==> config.mk <==
export PLATFORM = sky130hd
export DESIGN_NAME = rx_digital_core
export DESIGN_NICKNAME = d
export VERILOG_FILES = /design/src/hw/prbs_pkg.sv /design/src/hw/rx_dsp_pkg.sv /design/src/hw/rx_digital_core.sv /design/src/hw/prbs_checker.sv /design/src/hw/prbs_gen.sv /design/src/hw/data_slicer.sv /design/src/hw/adc_unfold.sv
export SDC_FILE = /design/constraint.sdc
export NUM_CORES = 1
export LEC_CHECK = 0
export ABC_AREA = 1
export BUFFER_PORTS_ARGS = -buffer_cell sky130_fd_sc_hd__buf_2
export CORE_MARGIN = 3
export CORE_UTILIZATION = 40
export CTS_BUF_LIST = sky130_fd_sc_hd__clkbuf_8
export CTS_CLUSTER_DIAMETER = 60
export CTS_CLUSTER_SIZE = 20
export DETAILED_ROUTE_END_ITERATION = 6
export PLACE_DENSITY = 0.66
export SLEW_MARGIN = 5
export SYNTH_ARGS = -nofsm -noshare
export SYNTH_HDL_FRONTEND = slang
export SYNTH_HIERARCHICAL = 1
export SYNTH_SLANG_ARGS = --single-unit
==> constraint.sdc <==
create_clock -name clk_adc -period 6.7 [get_ports clk_adc]
set_input_delay 0.335 -clock clk_adc [delete_from_list [all_inputs] [get_ports clk_adc]]
set_output_delay 0.335 -clock clk_adc [all_outputs]
set_load 0.05 [all_outputs]
==> src/hw/prbs_pkg.sv <==
package prbs_pkg;

    // PRBS7, x^7 + x^6 + 1
    localparam int PRBS_ORDER = 7;

    // bit n of the stream is bit (n-7) xor bit (n-6)
    localparam int PRBS_TAP_A = 7;
    localparam int PRBS_TAP_B = 6;

    // width of the error and total accumulators
    localparam int COUNT_W = 64;

    // which word the checker looks at
    typedef enum logic {
        SRC_ADC  = 1'b0,
        SRC_BIST = 1'b1
    } prbs_src_e;

    // checker operating mode
    // the unused code behaves like hold
    typedef enum logic [1:0] {
        CHK_HOLD  = 2'd0,
        CHK_RUN   = 2'd1,
        CHK_CLEAR = 2'd2
    } chk_mode_e;

    typedef logic [COUNT_W-1:0] count_t;

    // last PRBS_ORDER bits of the serial stream, bit 0 oldest
    typedef logic [PRBS_ORDER-1:0] prbs_hist_t;

endpackage

==> src/hw/rx_dsp_pkg.sv <==
package rx_dsp_pkg;

    // magnitude width of one ADC conversion
    localparam int NADC = 8;

    // time-interleaved lanes delivered per clk_adc cycle
    localparam int NTI_DEFAULT = 16;

    // two guard bits on top of the code width
    // so that +/- magnitude minus offset never wraps
    localparam int NUNF = NADC + 2;

    // raw magnitude from one ADC slice, sign travels separately
    typedef logic [NADC-1:0] adc_code_t;

    // external PFD offset, two's complement
    typedef logic signed [NADC-1:0] pfd_offset_t;

    // signed lane value after unfolding
    // the slicer threshold is compared in the same format
    typedef logic signed [NUNF-1:0] unfolded_t;

endpackage
==> src/hw/rx_digital_core.sv <==
`timescale 1ns/100ps
`default_nettype none

module rx_digital_core #(
    // must be at least the PRBS order
    parameter int n_ti = rx_dsp_pkg::NTI_DEFAULT
) (
    input wire logic                   clk_adc,
    input wire logic                   rst_i,
    input rx_dsp_pkg::adc_code_t       adcout_i [n_ti-1:0],
    input wire logic [n_ti-1:0]        adcout_sign_i,
    input rx_dsp_pkg::pfd_offset_t     pfd_offset_i,
    input rx_dsp_pkg::unfolded_t       thresh_i,
    input prbs_pkg::prbs_src_e         sel_src_i,
    input prbs_pkg::chk_mode_e         chk_mode_i,
    input wire logic                   inj_err_i,
    output prbs_pkg::count_t           err_count_o,
    output prbs_pkg::count_t           total_count_o
);

    rx_dsp_pkg::unfolded_t   adcout_unfolded [n_ti-1:0];
    logic [n_ti-1:0]         bits_adc;
    logic [n_ti-1:0]         bits_bist;

    // sign/magnitude to signed, minus PFD offset
    adc_unfold #(
        .n_ti(n_ti)
    ) adc_unfold_i (
        .clk_adc      (clk_adc),
        .rst_i        (rst_i),
        .adcout_i     (adcout_i),
        .adcout_sign_i(adcout_sign_i),
        .pfd_offset_i (pfd_offset_i),
        .unfolded_o   (adcout_unfolded)
    );

    // digital comparator on the unfolded codes
    data_slicer #(
        .n_ti(n_ti)
    ) data_slicer_i (
        .clk_adc   (clk_adc),
        .rst_i     (rst_i),
        .unfolded_i(adcout_unfolded),
        .thresh_i  (thresh_i),
        .bits_o    (bits_adc)
    );

    // BIST source
    prbs_gen #(
        .n_ti(n_ti)
    ) prbs_gen_i (
        .clk_adc  (clk_adc),
        .rst_i    (rst_i),
        .inj_err_i(inj_err_i),
        .bits_o   (bits_bist)
    );

    // bit error counting on ADC or BIST data
    prbs_checker #(
        .n_ti(n_ti)
    ) prbs_checker_i (
        .clk_adc      (clk_adc),
        .rst_i        (rst_i),
        .adc_bits_i   (bits_adc),
        .bist_bits_i  (bits_bist),
        .sel_src_i    (sel_src_i),
        .chk_mode_i   (chk_mode_i),
        .err_count_o  (err_count_o),
        .total_count_o(total_count_o)
    );

endmodule

`default_nettype wire

==> src/hw/prbs_checker.sv <==
`timescale 1ns/100ps
`default_nettype none

module prbs_checker #(
    parameter int n_ti = rx_dsp_pkg::NTI_DEFAULT
) (
    input wire logic              clk_adc,
    input wire logic              rst_i,
    input wire logic [n_ti-1:0]   adc_bits_i,
    input wire logic [n_ti-1:0]   bist_bits_i,
    input prbs_pkg::prbs_src_e    sel_src_i,
    input prbs_pkg::chk_mode_e    chk_mode_i,
    output prbs_pkg::count_t      err_count_o,
    output prbs_pkg::count_t      total_count_o
);

    localparam int ORDER = prbs_pkg::PRBS_ORDER;
    localparam int POP_W = $clog2(n_ti + 1);

    // select stage
    logic [n_ti-1:0]         word_q;
    prbs_pkg::chk_mode_e     mode_q;

    // check stage
    prbs_pkg::prbs_hist_t    hist_q;
    logic                    hist_valid_q;
    logic [n_ti+ORDER-1:0]   stream;
    logic [n_ti-1:0]         mismatch;
    logic [POP_W-1:0]        pop;

    // the mode travels with the word it was sampled with
    always_ff @(posedge clk_adc) begin
        if (rst_i) begin
            word_q <= '0;
            mode_q <= prbs_pkg::CHK_HOLD;
        end else begin
            word_q <= (sel_src_i == prbs_pkg::SRC_BIST) ? bist_bits_i : adc_bits_i;
            mode_q <= chk_mode_i;
        end
    end

    // previous bits followed by the current word, oldest at bit 0
    assign stream = {word_q, hist_q};

    always_comb begin
        for (int n = 0; n < n_ti; n++) begin
            mismatch[n] = stream[n+ORDER]
                        ^ stream[n+ORDER-prbs_pkg::PRBS_TAP_A]
                        ^ stream[n+ORDER-prbs_pkg::PRBS_TAP_B];
        end
    end

    // population count of the mismatch word
    always_comb begin
        pop = '0;
        for (int n = 0; n < n_ti; n++) begin
            pop = pop + POP_W'(mismatch[n]);
        end
    end

    always_ff @(posedge clk_adc) begin
        if (rst_i) begin
            hist_q        <= '0;
            hist_valid_q  <= 1'b0;
            err_count_o   <= '0;
            total_count_o <= '0;
        end else begin
            // history always follows the stream
            hist_q <= word_q[n_ti-1 -: ORDER];

            case (mode_q)
                prbs_pkg::CHK_CLEAR: begin
                    hist_valid_q  <= 1'b0;
                    err_count_o   <= '0;
                    total_count_o <= '0;
                end
                prbs_pkg::CHK_RUN: begin
                    if (hist_valid_q) begin
                        err_count_o   <= err_count_o + prbs_pkg::count_t'(pop);
                        total_count_o <= total_count_o + prbs_pkg::count_t'(n_ti);
                    end else begin
                        // first word only primes the history
                        hist_valid_q <= 1'b1;
                    end
                end
                default: begin
                    // hold, counters frozen
                end
            endcase
        end
    end

endmodule

`default_nettype wire

==> src/hw/prbs_gen.sv <==
`timescale 1ns/100ps
`default_nettype none

module prbs_gen #(
    parameter int n_ti = rx_dsp_pkg::NTI_DEFAULT
) (
    input wire logic          clk_adc,
    input wire logic          rst_i,
    input wire logic          inj_err_i,
    output logic [n_ti-1:0]   bits_o
);

    localparam int ORDER = prbs_pkg::PRBS_ORDER;
    localparam int EXT_W = n_ti + ORDER;

    // generator history, bit ORDER-1 is the most recent bit
    prbs_pkg::prbs_hist_t state;

    // history in the low bits, the new word unrolled above it
    logic [EXT_W-1:0] ext;

    logic [n_ti-1:0] word;
    logic [n_ti-1:0] err_mask;

    always_comb begin
        ext[ORDER-1:0] = state;
        for (int n = ORDER; n < EXT_W; n++) begin
            ext[n] = ext[n-prbs_pkg::PRBS_TAP_A] ^ ext[n-prbs_pkg::PRBS_TAP_B];
        end
    end

    assign word = ext[EXT_W-1:ORDER];

    // only the earliest bit of the word is hit
    assign err_mask = {{(n_ti-1){1'b0}}, inj_err_i};

    always_ff @(posedge clk_adc) begin
        if (rst_i) begin
            state  <= '1;
            bits_o <= '0;
        end else begin
            // state follows the clean sequence
            // so an injected error stays a single flipped bit
            state  <= ext[EXT_W-1 -: ORDER];
            bits_o <= word ^ err_mask;
        end
    end

endmodule

`default_nettype wire

==> src/hw/data_slicer.sv <==
`timescale 1ns/100ps
`default_nettype none

module data_slicer #(
    parameter int n_ti = rx_dsp_pkg::NTI_DEFAULT
) (
    input wire logic                   clk_adc,
    input wire logic                   rst_i,
    input rx_dsp_pkg::unfolded_t       unfolded_i [n_ti-1:0],
    input rx_dsp_pkg::unfolded_t       thresh_i,
    output logic [n_ti-1:0]            bits_o
);

    logic [n_ti-1:0] decision;

    // signed compare, a value equal to the threshold slices to zero
    always_comb begin
        for (int k = 0; k < n_ti; k++) begin
            decision[k] = (unfolded_i[k] > thresh_i);
        end
    end

    always_ff @(posedge clk_adc) begin
        if (rst_i) begin
            bits_o <= '0;
        end else begin
            bits_o <= decision;
        end
    end

endmodule

`default_nettype wire

==> src/hw/adc_unfold.sv <==
`timescale 1ns/100ps
`default_nettype none

module adc_unfold #(
    parameter int n_ti = rx_dsp_pkg::NTI_DEFAULT
) (
    input wire logic                   clk_adc,
    input wire logic                   rst_i,
    input rx_dsp_pkg::adc_code_t       adcout_i [n_ti-1:0],
    input wire logic [n_ti-1:0]        adcout_sign_i,
    input rx_dsp_pkg::pfd_offset_t     pfd_offset_i,
    output rx_dsp_pkg::unfolded_t      unfolded_o [n_ti-1:0]
);

    localparam int GUARD = rx_dsp_pkg::NUNF - rx_dsp_pkg::NADC;

    // offset is shared by all lanes, widen once
    rx_dsp_pkg::unfolded_t offset_ext;

    assign offset_ext = rx_dsp_pkg::unfolded_t'(pfd_offset_i);

    for (genvar k = 0; k < n_ti; k++) begin : g_lane
        rx_dsp_pkg::unfolded_t mag;
        rx_dsp_pkg::unfolded_t signed_mag;
        rx_dsp_pkg::unfolded_t lane_value;

        // zero-extend the magnitude into the signed format
        assign mag = rx_dsp_pkg::unfolded_t'({{GUARD{1'b0}}, adcout_i[k]});

        // sign bit high means a positive sample
        assign signed_mag = adcout_sign_i[k] ? mag : -mag;

        assign lane_value = signed_mag - offset_ext;

        always_ff @(posedge clk_adc) begin
            if (rst_i) begin
                unfolded_o[k] <= '0;
            end else begin
                unfolded_o[k] <= lane_value;
            end
        end
    end

endmodule

`default_nettype wire

==> out/qor.csv <==
metric,value,unit
drive_above_1_share,0.129,
antenna_cells,0,
worstHoldPathCells,4,
crit_chain,"xnor2_1, xor2_1, inv_1, fa_1, fa_1, fa_1, inv_1, fa_1, fa_1, inv_1, fa_1, nand2_1, nor2_1, nand2_1, nand3_2, nand3_1, nor3_2, nand2_1, nand3_1, nand2_1",
crit_fanout,4,
antenna_found_initial,2,
hp-start,adcout_i[64],
synth_top_area_cell,dfxtp_1,
peakVddDrop,0.000185,V
synth_top_flop_cell,dfxtp_1,
r2r-start,prbs_checker_i/word_q[0]$_SDFF_PP0_,
clockRootBuffer,clkbuf_8,
fmax,205,MHz
synth_seq_cells,349,
period_share,0.727,
tightestPinTransition,1210,ps
slowest_stage,fa_1,
leakagePower,16.1,nW
worst_path_most_repeated_cell,fa_1,
cts_tree,built,
netlist_instances,4281,
ctsLongestPathBuffers,3,
initial_utilization,0.405,
clock_sinks,349,
multi_input_area,18800,µm²
slew_viol_final,0,
hpwl,60100,µm
gp_congestion,0.931,
stdcell_area,31600,µm²
status,"complete, no violations",
avgSynthCellArea,6.64,µm²
cts-htree-levels,2,
required,7240,ps
layout_commonest_cell,nand2_1,
area_growth,11.3,%
wl,79400,µm
drtAntennaViolNets,0,
setup_viol,0,
row_count,97,
die_h,273,µm
grt-ovfl-total,0,
wl_per_cell,14.3,µm
critPathLaunchType,register,
insertion_delay,640,ps
setup_slack,1830,ps
num-fill-cells,7286,
numPortBuffers,291,
worst_hold_slack,193,ps
coreArea,70300,µm²
rsz0062_at_grt,no,
final_net_count,5096,
worst_r2r_endpoint,prbs_checker_i/err_count_o[62]$_SDFFE_PP0P_,
grt_max_degree,70,
yosys_warnings,6,
layout_common_cells,"nand2_1, inv_1, nor2_1",
synth-seq-area-share,0.246,
vias,27300,
path_class,reg -> reg,
via_per_inst,4.94,
holdPathEnd,adc_unfold_i/unfolded_o[80]$_SDFF_PP0_,
power_density,207,nW/µm²
first_pass_iters,6,
grt_pass1_wl,127000,µm
rrSetupSlack,1830,ps
hold_path.class,in -> reg,
cts.clk_slew.worst_paths,110,ps
seqCellArea,6990,µm²
finalClockSkew,58.1,ps
cts_buffers,34,
dp_slack,1810,ps
max_stage_delay,540,ps
slew_headroom,0.193,
tns,0,ps
crit_family,adder cells,
track_usage,0.208,
yosysUniqueCellTypes,50,
drc,0,
path_buf_inv,3,
grt_pass1_vias,25400,
cp_data_arrival_time,5410,ps
end_kind,register,
period_minus_slack,4870,ps
finalHoldViolCount,0,
ioPinCount,296,
first_iter_violations,1740,
r2r_cells,20,
synth.area.top_cells,"dfxtp_1, ha_1, nand2_1, inv_1, nor2_1",
synth_top_area_share,0.246,
dpl-instance-area,30800,µm²
synthArstFlopShare,0,
synth_area,28400,µm²
synth_edf_count,0,
fp.dieW,273,µm
max_cap_violations,0,
die-area,74300,µm²
[final cells by class]
cell class                      instances  area share
Sequential cell                       349       0.221
Multi-Input combinational cell       3262       0.594
Timing Repair Buffer                  308      0.0504
Tap cell                              940      0.0372
Clock buffer                           35      0.0152
Inverter                              614      0.0730
Clock inverter                         27     0.00925
[synth_stat cells (43+ instances only)]
| cell | instances |
|---|---|
| o21ai_0 | 184 |
| xnor2_1 | 49 |
| nor2_1 | 531 |
| ha_1 | 331 |
| inv_1 | 602 |
| dfxtp_1 | 349 |
| nand3_1 | 235 |
| nand2_1 | 1059 |
| nor3_1 | 43 |
| xor2_1 | 79 |
| nand4_1 | 78 |
| nand2_2 | 53 |
| a21oi_1 | 301 |
[kinds of logic (layout without fill, tap and decap cells)]
kind of cell | after synthesis | count (layout) | share of synthesized area
buffers and inverters | 673 | 984 | 0.0936
adder cells (fa/ha/maj) | 359 | 359 | 0.165
AND/OR/NAND/NOR | 2131 | 2131 | 0.331
XOR/XNOR | 128 | 128 | 0.0394
flip-flops | 349 | 349 | 0.246
other | 1 | 4 | 0.000132
AO/OA/AOI/OAI | 640 | 640 | 0.125
[how the worst max path moves through the flow]
stage / startpoint / endpoint / slack [ps] / cells past startpoint
3_5_place_dp: prbs_checker_i/word_q[0]$_SDFF_PP0_ / prbs_checker_i/err_count_o[62]$_SDFFE_PP0P_ / 1810 / 20
3_3_place_gp: prbs_checker_i/word_q[0]$_SDFF_PP0_ / prbs_checker_i/err_count_o[62]$_SDFFE_PP0P_ / 1870 / 20
4_1_cts: prbs_checker_i/word_q[0]$_SDFF_PP0_ / prbs_checker_i/err_count_o[62]$_SDFFE_PP0P_ / 1820 / 20
6_report: prbs_checker_i/word_q[0]$_SDFF_PP0_ / prbs_checker_i/err_count_o[62]$_SDFFE_PP0P_ / 1830 / 20
5_1_grt: prbs_checker_i/word_q[0]$_SDFF_PP0_ / prbs_checker_i/err_count_o[62]$_SDFFE_PP0P_ / 1390 / 20
2_1_floorplan: prbs_checker_i/word_q[0]$_SDFF_PP0_ / prbs_checker_i/err_count_o[52]$_SDFFE_PP0P_ / 2200 / 22
[layer usage]
| layer | vias to the layer above | global-route usage | share of wire |
|---|---|---|---|
| met5 | - | 0 | 0.00034 |
| met3 | 159 | 0.0270 | 0.048 |
| met4 | 4 | 0.0599 | 0.029 |
| met1 | 12100 | 0.268 | 0.46 |
| li1 | 14400 | - | - |
| met2 | 656 | 0.362 | 0.46 |
[registers in the layout, indices dropped and copies added (netlist names)]
name                          flops
prbs_gen_i/state                  7
adc_unfold_i/unfolded_o         160
data_slicer_i/bits_o             16
prbs_checker_i/total_count_o     60
prbs_checker_i/hist_q             7
prbs_checker_i/mode_q             2
prbs_checker_i/err_count_o       64
prbs_gen_i/bits_o                16
prbs_checker_i/word_q            16
prbs_checker_i/hist_valid_q       1
[power breakdown]
| part | switching [W] | total (W) | internal, W |
|---|---|---|---|
| clock network | 0.000909 | 0.00151 | 0.000599 |
| logic | 0.00164 | 0.00261 | 0.000974 |
| registers | 0.000101 | 0.00241 | 0.00231 |
[timing repair]
action	CTS	global route
buffers inserted	0	0
hold buffers	3	0
hold endpoints to repair	3	0
gates resized for setup	0	0
[per-stage QoR]
step           utilization  instances  total power (W)
2_1_floorplan            -       4284          0.00447
5_1_grt              0.450       5535          0.00714
4_1_cts              0.450       5535          0.00662
3_5_place_dp         0.439       5470          0.00508
6_report             0.450       5535          0.00654
3_3_place_gp         0.439       5470          0.00501
[worst min-delay path, stage by stage]
cell and delay [ps]:
buf_2 90, inv_1 120, ha_1 160, nor2_1 40
No activity file was read; power rests on OpenSTA's default activity.
